File: src/design/guard_consts.svh
// Capability guard constants
`ifndef GUARD_CONSTS_SVH
`define GUARD_CONSTS_SVH

// Bus and field widths
`define ADDR_W    32
`define LEN_W     33
`define DATA_W    64
`define SEL_W     8
`define CFG_W     32
`define CFG_ADR_W 3

// Configuration word indices
`define SCR_DDC_BASE   3'd0
`define SCR_DDC_LEN_LO 3'd1
`define SCR_DDC_CTRL   3'd2
`define SCR_FAULT_VEC  3'd3
`define SCR_FAULT_ADR  3'd4

// Root capability, covers the whole 4 GiB space
`define DDC_RESET_TAG   1'b1
`define DDC_RESET_PERMS 4'b1111
`define DDC_RESET_BASE  32'h0000_0000
`define DDC_RESET_LEN   33'h1_0000_0000

`endif

File: src/design/cap_pkg.sv
// Capability types
`default_nettype none

`include "guard_consts.svh"

package cap_pkg;

  // Permission bits, load in the MSB
  typedef struct packed {
    logic load;
    logic store;
    logic load_cap;
    logic store_cap;
  } cap_perms_t;

  // Uncompressed capability
  typedef struct packed {
    logic                tag;
    cap_perms_t          perms;
    logic [`ADDR_W-1:0]  base;
    logic [`LEN_W-1:0]   length;
  } cap_t;

  // Fault flags, any combination may be set
  typedef struct packed {
    logic tag_violation;
    logic perm_load;
    logic perm_store;
    logic perm_store_cap;
    logic bounds;
    logic misaligned;
  } cap_exc_t;

endpackage

`default_nettype wire

File: src/design/mem_pkg.sv
// Memory access and register index types
`default_nettype none

`include "guard_consts.svh"

package mem_pkg;

  // Same ordering as the core's data type field
  typedef enum logic [1:0] {
    ACC_WORD = 2'b00,
    ACC_HALF = 2'b01,
    ACC_BYTE = 2'b10,
    ACC_CAP  = 2'b11
  } access_type_e;

  // Configuration port word index
  typedef enum logic [`CFG_ADR_W-1:0] {
    DDC_BASE   = `SCR_DDC_BASE,
    DDC_LEN_LO = `SCR_DDC_LEN_LO,
    DDC_CTRL   = `SCR_DDC_CTRL,
    FAULT_VEC  = `SCR_FAULT_VEC,
    FAULT_ADR  = `SCR_FAULT_ADR
  } scr_idx_e;

endpackage

`default_nettype wire

File: src/design/cap_checker.sv
// Data capability checker
`timescale 1ns/10ps
`default_nettype none

`include "guard_consts.svh"

module cap_checker (
  input  cap_pkg::cap_t         ddc_i,
  input  logic [`ADDR_W-1:0]    req_adr_i,
  input  mem_pkg::access_type_e req_type_i,
  input  logic                  req_we_i,
  input  logic [`DATA_W-1:0]    req_wdata_i,
  input  logic                  req_wtag_i,
  input  logic [`DATA_W-1:0]    mem_rdata_i,
  input  logic                  mem_rtag_i,
  output cap_pkg::cap_exc_t     exc_o,
  output logic [`SEL_W-1:0]     sel_o,
  output logic [`DATA_W-1:0]    mem_wdata_o,
  output logic                  mem_wtag_o,
  output logic [`DATA_W-1:0]    rdata_o,
  output logic                  rtag_o
);
  import mem_pkg::*;

  localparam int EndW = `LEN_W + 1;

  logic [3:0]         size;
  logic [2:0]         align_mask;
  logic [`SEL_W-1:0]  size_mask;
  logic [`DATA_W-1:0] data_mask;
  logic [2:0]         offset;
  logic [5:0]         lane_shift;
  logic [EndW-1:0]    acc_end;
  logic [EndW-1:0]    cap_end;
  logic               is_cap;

  // Size, alignment and lane masks per access type
  always_comb begin
    unique case (req_type_i)
      ACC_HALF: begin
        size       = 4'd2;
        align_mask = 3'b001;
        size_mask  = 8'b0000_0011;
        data_mask  = 64'h0000_0000_0000_ffff;
      end
      ACC_BYTE: begin
        size       = 4'd1;
        align_mask = 3'b000;
        size_mask  = 8'b0000_0001;
        data_mask  = 64'h0000_0000_0000_00ff;
      end
      ACC_CAP: begin
        size       = 4'd8;
        align_mask = 3'b111;
        size_mask  = 8'b1111_1111;
        data_mask  = '1;
      end
      default: begin
        size       = 4'd4;
        align_mask = 3'b011;
        size_mask  = 8'b0000_1111;
        data_mask  = 64'h0000_0000_ffff_ffff;
      end
    endcase
  end

  assign is_cap     = (req_type_i == ACC_CAP);
  assign offset     = req_adr_i[2:0];
  assign lane_shift = {offset, 3'b000};

  // One bit wider than the length so base + length cannot wrap
  assign acc_end = EndW'(req_adr_i) + EndW'(size);
  assign cap_end = EndW'(ddc_i.base) + EndW'(ddc_i.length);

  ////////////////////////////////////////////////////////////
  // Fault flags
  assign exc_o.tag_violation  = ~ddc_i.tag;
  assign exc_o.perm_load      = ~req_we_i & ~ddc_i.perms.load;
  assign exc_o.perm_store     = req_we_i & ~ddc_i.perms.store;
  assign exc_o.perm_store_cap = req_we_i & is_cap & req_wtag_i & ~ddc_i.perms.store_cap;
  assign exc_o.bounds         = (req_adr_i < ddc_i.base) | (acc_end > cap_end);
  assign exc_o.misaligned     = |(offset & align_mask);

  ////////////////////////////////////////////////////////////
  // Byte lanes and tags
  assign sel_o       = size_mask << offset;
  assign mem_wdata_o = req_wdata_i << lane_shift;
  // Plain stores clear the memory tag
  assign mem_wtag_o  = is_cap & req_wtag_i;
  assign rdata_o     = (mem_rdata_i >> lane_shift) & data_mask;
  // Tag stripped without load_cap permission
  assign rtag_o      = is_cap & ddc_i.perms.load_cap & mem_rtag_i;

endmodule

`default_nettype wire

File: src/design/scr_regs.sv
// DDC and fault status registers
`timescale 1ns/10ps
`default_nettype none

`include "guard_consts.svh"

module scr_regs (
  input  logic                   clk,
  input  logic                   rst_ni,
  input  logic                   cfg_cyc_i,
  input  logic                   cfg_stb_i,
  input  logic                   cfg_we_i,
  input  logic [`CFG_ADR_W-1:0]  cfg_adr_i,
  input  logic [`CFG_W-1:0]      cfg_dat_i,
  output logic [`CFG_W-1:0]      cfg_dat_o,
  output logic                   cfg_ack_o,
  input  logic                   fault_valid_i,
  input  cap_pkg::cap_exc_t      fault_vec_i,
  input  logic [`ADDR_W-1:0]     fault_adr_i,
  output cap_pkg::cap_t          ddc_o
);
  import cap_pkg::*;
  import mem_pkg::*;

  logic               cfg_req;
  logic               cfg_wr;
  logic               fault_clr;
  scr_idx_e           idx;
  logic [`CFG_W-1:0]  rdata;
  logic               fault_set_q;
  cap_exc_t           fault_vec_q;
  logic [`ADDR_W-1:0] fault_adr_q;

  // Served only in the cycle before the ack
  assign cfg_req   = cfg_cyc_i & cfg_stb_i & ~cfg_ack_o;
  assign cfg_wr    = cfg_req & cfg_we_i;
  assign idx       = scr_idx_e'(cfg_adr_i);
  assign fault_clr = cfg_wr & (idx == FAULT_VEC);

  always_ff @(posedge clk or negedge rst_ni) begin
    if (!rst_ni) begin
      cfg_ack_o   <= 1'b0;
      ddc_o.tag   <= `DDC_RESET_TAG;
      ddc_o.perms <= `DDC_RESET_PERMS;
      ddc_o.base  <= `DDC_RESET_BASE;
      ddc_o.length <= `DDC_RESET_LEN;
      fault_set_q <= 1'b0;
    end else begin
      cfg_ack_o <= cfg_req;
      if (cfg_wr) begin
        case (idx)
          DDC_BASE:   ddc_o.base <= cfg_dat_i;
          DDC_LEN_LO: ddc_o.length[`ADDR_W-1:0] <= cfg_dat_i;
          DDC_CTRL: begin
            ddc_o.length[`LEN_W-1] <= cfg_dat_i[0];
            ddc_o.perms            <= cfg_dat_i[4:1];
            ddc_o.tag              <= cfg_dat_i[8];
          end
          default: ;
        endcase
      end
      // Sticky until FAULT_VEC is written
      if (fault_clr) begin
        fault_set_q <= 1'b0;
      end else if (fault_valid_i) begin
        fault_set_q <= 1'b1;
      end
    end
  end

  // First fault only
  always_ff @(posedge clk) begin
    if (fault_valid_i && !fault_set_q) begin
      fault_vec_q <= fault_vec_i;
      fault_adr_q <= fault_adr_i;
    end
  end

  ////////////////////////////////////////////////////////////
  // Read side
  always_comb begin
    case (idx)
      DDC_BASE:   rdata = ddc_o.base;
      DDC_LEN_LO: rdata = ddc_o.length[`ADDR_W-1:0];
      DDC_CTRL:   rdata = {23'b0, ddc_o.tag, 3'b000, ddc_o.perms, ddc_o.length[`LEN_W-1]};
      FAULT_VEC:  rdata = fault_set_q ? `CFG_W'(fault_vec_q) : '0;
      FAULT_ADR:  rdata = fault_set_q ? fault_adr_q : '0;
      default:    rdata = '0;
    endcase
  end

  always_ff @(posedge clk) begin
    if (cfg_req) begin
      cfg_dat_o <= rdata;
    end
  end

endmodule

`default_nettype wire

File: src/design/mem_bridge.sv
// Host to memory request bridge
`timescale 1ns/10ps
`default_nettype none

`include "guard_consts.svh"

module mem_bridge (
  input  logic                  clk,
  input  logic                  rst_ni,
  // Host slave port
  input  logic                  host_cyc_i,
  input  logic                  host_stb_i,
  input  logic                  host_we_i,
  input  logic [`ADDR_W-1:0]    host_adr_i,
  input  mem_pkg::access_type_e host_type_i,
  input  logic [`DATA_W-1:0]    host_dat_i,
  input  logic                  host_tag_i,
  output logic [`DATA_W-1:0]    host_dat_o,
  output logic                  host_tag_o,
  output logic                  host_ack_o,
  output logic                  host_err_o,
  // Memory master port
  output logic                  mem_cyc_o,
  output logic                  mem_stb_o,
  output logic                  mem_we_o,
  output logic [`ADDR_W-1:0]    mem_adr_o,
  output logic [`SEL_W-1:0]     mem_sel_o,
  output logic [`DATA_W-1:0]    mem_dat_o,
  output logic                  mem_tag_o,
  input  logic                  mem_ack_i,
  // Latched request to the checker
  output logic [`ADDR_W-1:0]    req_adr_o,
  output mem_pkg::access_type_e req_type_o,
  output logic                  req_we_o,
  output logic [`DATA_W-1:0]    req_wdata_o,
  output logic                  req_wtag_o,
  // Checker results
  input  cap_pkg::cap_exc_t     exc_i,
  input  logic [`SEL_W-1:0]     sel_i,
  input  logic [`DATA_W-1:0]    wdata_i,
  input  logic                  wtag_i,
  input  logic [`DATA_W-1:0]    rdata_i,
  input  logic                  rtag_i,
  // Fault report
  output logic                  fault_valid_o,
  output logic [`ADDR_W-1:0]    fault_adr_o
);

  typedef enum logic [1:0] {
    S_IDLE,
    S_CHECK,
    S_MEM,
    S_RESP
  } state_e;

  state_e state_q;
  logic   req_start;
  logic   fault;

  assign req_start = (state_q == S_IDLE) & host_cyc_i & host_stb_i;
  assign fault     = |exc_i;

  ////////////////////////////////////////////////////////////
  // Control FSM
  always_ff @(posedge clk or negedge rst_ni) begin
    if (!rst_ni) begin
      state_q       <= S_IDLE;
      host_ack_o    <= 1'b0;
      host_err_o    <= 1'b0;
      mem_cyc_o     <= 1'b0;
      mem_stb_o     <= 1'b0;
      fault_valid_o <= 1'b0;
    end else begin
      // Responses last one cycle
      host_ack_o    <= 1'b0;
      host_err_o    <= 1'b0;
      fault_valid_o <= 1'b0;
      unique case (state_q)
        S_IDLE: begin
          if (req_start) begin
            state_q <= S_CHECK;
          end
        end
        S_CHECK: begin
          if (fault) begin
            host_err_o    <= 1'b1;
            fault_valid_o <= 1'b1;
            state_q       <= S_RESP;
          end else begin
            mem_cyc_o <= 1'b1;
            mem_stb_o <= 1'b1;
            state_q   <= S_MEM;
          end
        end
        S_MEM: begin
          if (mem_ack_i) begin
            mem_cyc_o  <= 1'b0;
            mem_stb_o  <= 1'b0;
            host_ack_o <= 1'b1;
            state_q    <= S_RESP;
          end
        end
        default: state_q <= S_IDLE;
      endcase
    end
  end

  ////////////////////////////////////////////////////////////
  // Request, verdict and read data registers
  always_ff @(posedge clk) begin
    if (req_start) begin
      req_adr_o   <= host_adr_i;
      req_type_o  <= host_type_i;
      req_we_o    <= host_we_i;
      req_wdata_o <= host_dat_i;
      req_wtag_o  <= host_tag_i;
    end
    if (state_q == S_CHECK) begin
      mem_sel_o <= sel_i;
      mem_dat_o <= wdata_i;
      mem_tag_o <= wtag_i;
    end
    if (state_q == S_MEM && mem_ack_i) begin
      host_dat_o <= rdata_i;
      host_tag_o <= rtag_i;
    end
  end

  // Whole 64-bit word, lanes picked by sel
  assign mem_adr_o   = {req_adr_o[`ADDR_W-1:3], 3'b000};
  assign mem_we_o    = req_we_o;
  assign fault_adr_o = req_adr_o;

endmodule

`default_nettype wire

File: src/design/guard_top.sv
// Capability guard top level
`timescale 1ns/10ps
`default_nettype none

`include "guard_consts.svh"

module guard_top (
  input  logic                   clk,
  input  logic                   rst_ni,
  // Host slave port
  input  logic                   host_cyc_i,
  input  logic                   host_stb_i,
  input  logic                   host_we_i,
  input  logic [`ADDR_W-1:0]     host_adr_i,
  input  mem_pkg::access_type_e  host_type_i,
  input  logic [`DATA_W-1:0]     host_dat_i,
  input  logic                   host_tag_i,
  output logic [`DATA_W-1:0]     host_dat_o,
  output logic                   host_tag_o,
  output logic                   host_ack_o,
  output logic                   host_err_o,
  // Memory master port
  output logic                   mem_cyc_o,
  output logic                   mem_stb_o,
  output logic                   mem_we_o,
  output logic [`ADDR_W-1:0]     mem_adr_o,
  output logic [`SEL_W-1:0]      mem_sel_o,
  output logic [`DATA_W-1:0]     mem_dat_o,
  output logic                   mem_tag_o,
  input  logic [`DATA_W-1:0]     mem_dat_i,
  input  logic                   mem_tag_i,
  input  logic                   mem_ack_i,
  // Configuration slave port
  input  logic                   cfg_cyc_i,
  input  logic                   cfg_stb_i,
  input  logic                   cfg_we_i,
  input  logic [`CFG_ADR_W-1:0]  cfg_adr_i,
  input  logic [`CFG_W-1:0]      cfg_dat_i,
  output logic [`CFG_W-1:0]      cfg_dat_o,
  output logic                   cfg_ack_o
);
  import cap_pkg::*;
  import mem_pkg::*;

  cap_t               ddc;
  cap_exc_t           exc;
  logic [`ADDR_W-1:0] req_adr;
  access_type_e       req_type;
  logic               req_we;
  logic [`DATA_W-1:0] req_wdata;
  logic               req_wtag;
  logic [`SEL_W-1:0]  chk_sel;
  logic [`DATA_W-1:0] chk_wdata;
  logic               chk_wtag;
  logic [`DATA_W-1:0] chk_rdata;
  logic               chk_rtag;
  logic               fault_valid;
  logic [`ADDR_W-1:0] fault_adr;

  scr_regs scr_regs_i (
    .clk           ( clk         ),
    .rst_ni        ( rst_ni      ),
    .cfg_cyc_i     ( cfg_cyc_i   ),
    .cfg_stb_i     ( cfg_stb_i   ),
    .cfg_we_i      ( cfg_we_i    ),
    .cfg_adr_i     ( cfg_adr_i   ),
    .cfg_dat_i     ( cfg_dat_i   ),
    .cfg_dat_o     ( cfg_dat_o   ),
    .cfg_ack_o     ( cfg_ack_o   ),
    .fault_valid_i ( fault_valid ),
    .fault_vec_i   ( exc         ),
    .fault_adr_i   ( fault_adr   ),
    .ddc_o         ( ddc         )
  );

  cap_checker cap_checker_i (
    .ddc_i       ( ddc       ),
    .req_adr_i   ( req_adr   ),
    .req_type_i  ( req_type  ),
    .req_we_i    ( req_we    ),
    .req_wdata_i ( req_wdata ),
    .req_wtag_i  ( req_wtag  ),
    .mem_rdata_i ( mem_dat_i ),
    .mem_rtag_i  ( mem_tag_i ),
    .exc_o       ( exc       ),
    .sel_o       ( chk_sel   ),
    .mem_wdata_o ( chk_wdata ),
    .mem_wtag_o  ( chk_wtag  ),
    .rdata_o     ( chk_rdata ),
    .rtag_o      ( chk_rtag  )
  );

  mem_bridge mem_bridge_i (
    .clk           ( clk         ),
    .rst_ni        ( rst_ni      ),
    .host_cyc_i    ( host_cyc_i  ),
    .host_stb_i    ( host_stb_i  ),
    .host_we_i     ( host_we_i   ),
    .host_adr_i    ( host_adr_i  ),
    .host_type_i   ( host_type_i ),
    .host_dat_i    ( host_dat_i  ),
    .host_tag_i    ( host_tag_i  ),
    .host_dat_o    ( host_dat_o  ),
    .host_tag_o    ( host_tag_o  ),
    .host_ack_o    ( host_ack_o  ),
    .host_err_o    ( host_err_o  ),
    .mem_cyc_o     ( mem_cyc_o   ),
    .mem_stb_o     ( mem_stb_o   ),
    .mem_we_o      ( mem_we_o    ),
    .mem_adr_o     ( mem_adr_o   ),
    .mem_sel_o     ( mem_sel_o   ),
    .mem_dat_o     ( mem_dat_o   ),
    .mem_tag_o     ( mem_tag_o   ),
    .mem_ack_i     ( mem_ack_i   ),
    .req_adr_o     ( req_adr     ),
    .req_type_o    ( req_type    ),
    .req_we_o      ( req_we      ),
    .req_wdata_o   ( req_wdata   ),
    .req_wtag_o    ( req_wtag    ),
    .exc_i         ( exc         ),
    .sel_i         ( chk_sel     ),
    .wdata_i       ( chk_wdata   ),
    .wtag_i        ( chk_wtag    ),
    .rdata_i       ( chk_rdata   ),
    .rtag_i        ( chk_rtag    ),
    .fault_valid_o ( fault_valid ),
    .fault_adr_o   ( fault_adr   )
  );

endmodule

`default_nettype wire

File: config.mk
export PLATFORM = sky130hd
export DESIGN_NAME = guard_top
export DESIGN_NICKNAME = d
export VERILOG_FILES = /design/src/design/cap_pkg.sv /design/src/design/mem_pkg.sv /design/src/design/cap_checker.sv /design/src/design/scr_regs.sv /design/src/design/mem_bridge.sv /design/src/design/guard_top.sv
export VERILOG_INCLUDE_DIRS = /design/src /design/src/design
export SDC_FILE = /design/constraint.sdc
export NUM_CORES = 1
export LEC_CHECK = 0
export ABC_AREA = 0
export BUFFER_PORTS_ARGS = -buffer_cell sky130_fd_sc_hd__buf_2
export CORE_UTILIZATION = 41
export DETAILED_ROUTE_END_ITERATION = 10
export GPL_TIMING_DRIVEN = 0
export SETUP_SLACK_MARGIN = 0.4
export SYNTH_ARGS = -nofsm -noshare
export SYNTH_HDL_FRONTEND = slang
export SYNTH_HIERARCHICAL = 1
export SYNTH_SLANG_ARGS = --single-unit
File: constraint.sdc
create_clock -name clk -period 6.9 [get_ports clk]
set_clock_uncertainty 0.2 [all_clocks]
set_input_delay 1.035 -clock clk [delete_from_list [all_inputs] [get_ports clk]]
set_output_delay 1.035 -clock clk [all_outputs]
set_load 0.02 [all_outputs]
==> flow_summary.json <==
{
  "status": "complete, no violations",
  "cap_violations": 0,
  "synth-warning-count": 6,
  "crit_required_ps": 7160,
  "antenna_found_initial": 14,
  "power.share.clock": 0.303,
  "clk_pin_slew_ps": 60,
  "io_buffers": 411,
  "hpwl_um": 52200,
  "tightest_slew_ps": 1260,
  "synth_cell_types": 84,
  "slew_headroom": 0.154,
  "worstRegToRegCells": 24,
  "antenna_left": 0,
  "fmax_mhz": 164,
  "power.switching_mw": 2.67,
  "ys_seq_area_frac": 0.531,
  "worst_ep_arrival_time_ps": 6350,
  "clk_latency_ps": 600,
  "firstDrtPassIters": 5,
  "die_area_mm2": 0.0523,
  "grt_pass1_wl_um": 101000,
  "worstSetupPathType": "reg -> reg",
  "nFillCells": 4493,
  "finalMaxSlewViolations": 0,
  "final_nets": 2499,
  "internal_power_mw": 5.30,
  "synth_edf_count": 308,
  "min_period_ps": 6100,
  "critPathLaunchType": "flip-flop",
  "rows": 82,
  "leakage_nw": 11.0,
  "power_density_mw_per_mm2": 311,
  "finalSetupViolCount": 0,
  "worstHoldPathType": "in -> async",
  "root_buffer": "clkbuf_16",
  "viasPerCell": 5.52,
  "crit_path_end_kind": "flip-flop",
  "crit_fanout": 10,
  "start_util": 0.418,
  "grt_pass1_vias": 16300,
  "async_reset_ff_frac": 0.200,
  "final_hold_viol_count": 0,
  "clock_path_buffers": 3,
  "p_total_mw": 7.98,
  "synthCells": 1712,
  "synth.ff_latch_count": 385,
  "cts_tree": "built",
  "area_delta_synth_final_pct": 21.8,
  "drc": 0,
  "synth_top_area_frac": 0.439,
  "syn_area_per_cell_um2": 12.3,
  "ios": 416,
  "mostFrequentLayoutCells": "422 x buf_2, 308 x edfxtp_1, 143 x nor2_1, 109 x ha_1, 107 x mux2_2",
  "setup_tns_ps": 0,
  "routedWlPerCell_um": 23.7,
  "yosys.area.top_type": "edfxtp_1",
  "core_mm2": 0.0504,
  "drtIter0Drc": 1152,
  "synthFlopType": "edfxtp_1",
  "numCtsBuffers": 44,
  "cts.sinks": 385,
  "syn_area_mm2": 0.0211,
  "ir_worst_vdd_mv": 0.217,
  "die-height_um": 229,
  "drive_gt1_frac": 0.337,
  "grt_max_degree": 71,
  "vias": 16000,
  "grt_overflow": 0,
  "pwr-share-seq": 0.403,
  "ctsHoldBuffers": 0,
  "combPwrFrac": 0.295,
  "wirelength_um": 68600,
  "period_share": 0.883,
  "ys_top_cells_by_area": "edfxtp_1 44%, dfrtp_1 8.4%, ha_1 6.5%, mux2_2 5.7%, mux2i_1 2.9%",
  "rsz0062_at_grt": "no",
  "final_common_cell": "buf_2",
  "htree_levels": 2,
  "gp_congestion": 0.930,
  "die_x_um": 229,
  "switching_share": 0.335,
  "grt_usage": 0.258,
  "worstSetupStartpoint": "mem_bridge_i/fault_adr_o[1]$_DFFE_PP_",
  "reg2reg_from": "mem_bridge_i/fault_adr_o[1]$_DFFE_PP_"
}
==> sequential cells by signal, summed over array words and instances, names as in the netlist <==
| register | count |
|---|---|
| scr_regs_i/ddc_o | 70 |
| mem_bridge_i/host_dat_o | 64 |
| mem_bridge_i/mem_dat_o | 64 |
| mem_bridge_i/req_wdata_o | 64 |
| mem_bridge_i/fault_adr_o | 32 |
| scr_regs_i/cfg_dat_o | 32 |
| scr_regs_i/fault_adr_q | 32 |
| mem_bridge_i/mem_sel_o | 8 |
| scr_regs_i/fault_vec_q | 6 |
| mem_bridge_i/req_type_o | 2 |
| mem_bridge_i/state_q | 2 |
| mem_bridge_i/fault_valid_o | 1 |
| mem_bridge_i/host_ack_o | 1 |
| mem_bridge_i/host_tag_o | 1 |
| mem_bridge_i/mem_stb_o | 1 |
| mem_bridge_i/mem_tag_o | 1 |
| mem_bridge_i/mem_we_o | 1 |
| mem_bridge_i/req_wtag_o | 1 |
| scr_regs_i/cfg_ack_o | 1 |
| scr_regs_i/fault_set_q | 1 |
==> what timing repair did <==
item | in CTS | in global routing
pin swaps | 0 | 0
buffers inserted | 0 | 2
gates resized for setup | 4 | 3
setup endpoints to repair | 2 | 2
hold endpoints to repair | 0 | 0
gates cloned | 0 | 0
==> power groups by stage <==
stage               logic [mW]  registers, mW  clock network, mW
floorplan                 1.29           3.45                  0
global placement          2.27           3.28                  0
detailed placement        2.34           3.25                  0
CTS                       2.35           3.21               2.46
global route              2.56           3.25               2.53
finish                    2.35           3.21               2.41
==> metal layers <==
layer  global-route usage  up-vias  wire length [um]
met2                0.432      675             32900
li1                     -     7265                 -
met5                    0        -               107
met1                0.320     7844             27900
met4                0.112       18              2770
met3               0.0556      170              4920
==> final cells by class <==
class / count / area, um2 / share of cell area
plain buffers: 141 / 860 / 0.0335
inverters: 63 / 236 / 0.00922
clock inverters: 27 / 294 / 0.0115
diodes: 4 / 10.0 / 0.000390
repair buffers: 419 / 2210 / 0.0861
clock buffers: 55 / 1180 / 0.0462
multi-input cells: 1125 / 8830 / 0.344
well taps: 672 / 841 / 0.0328
flip-flops and latches: 385 / 11200 / 0.436
==> Yosys cell counts, types with 29 or more instances <==
| cell | instances |
|---|---|
| xnor2_1 | 30 |
| ha_1 | 110 |
| mux2i_1 | 61 |
| clkbuf_1 | 41 |
| mux2_2 | 107 |
| a21oi_1 | 95 |
| inv_1 | 62 |
| and2_1 | 29 |
| a21o_1 | 57 |
| dfrtp_1 | 71 |
| nor2_1 | 144 |
| o21ai_0 | 48 |
| buf_4 | 73 |
| edfxtp_1 | 308 |
| nand2_1 | 93 |
==> cell families (layout without fill, tap and decap cells) <==
kind of cell | Yosys count | count (layout) | synth area share
fa+ha+maj | 112 | 112 | 0.0673
compound gates | 340 | 340 | 0.109
flops | 385 | 385 | 0.531
xor+xnor | 57 | 57 | 0.0237
mux | 201 | 201 | 0.118
simple gates | 412 | 412 | 0.0985
buf+inv | 204 | 705 | 0.0519
other cells | 1 | 7 | 0.000178
==> worst max-delay path, cell delays in order (launching register included) <==
cell and delay (ps):
edfxtp_1 340, buf_4 120, buf_2 260, inv_1 130, clkbuf_1 290, buf_4 300
fa_1 470, nor2b_1 110, o21ai_0 80, nand2b_1 230, nand3_1 190, nor3_2 280
and4_1 310, nand3_1 120, xnor2_1 150, ha_1 320, a21o_1 170, a21oi_1 280
nand2_1 90, a2111o_1 410, nand3_1 90, o32ai_1 180, nor4_4 390, nand2_1 90
a311o_1 350
==> path summary, 6_finish.rpt <==
kind	end	slack, ps
min	scr_regs_i/ddc_o[51]$_DFFE_PN0P_	170
max in group asynchronous	scr_regs_i/ddc_o[32]$_DFFE_PN1P_	5650
min reg2reg	scr_regs_i/fault_adr_q[1]$_DFFE_PP_	260
min in group clk	scr_regs_i/fault_adr_q[1]$_DFFE_PP_	260
max	mem_bridge_i/mem_stb_o$_DFFE_PN0P_	800
max reg2reg	mem_bridge_i/mem_stb_o$_DFFE_PN0P_	800
==> per-stage QoR <==
stage / std cells / cell area, um2 / util / worst slack (ps) / hold slack [ps]
after global routing: 2889 / 25600 / 0.509 / 426 / 182
after global placement: 2797 / 24000 / 0.476 / 407 / 239
after CTS: 2885 / 25600 / 0.508 / 532 / 150
after detailed placement: 2803 / 24100 / 0.479 / 316 / 238
after floorplan: 1714 / 21100 / - / 1850 / 228
final: 2891 / 25600 / 0.509 / 804 / 170
Power figures use the tool's default switching activity.
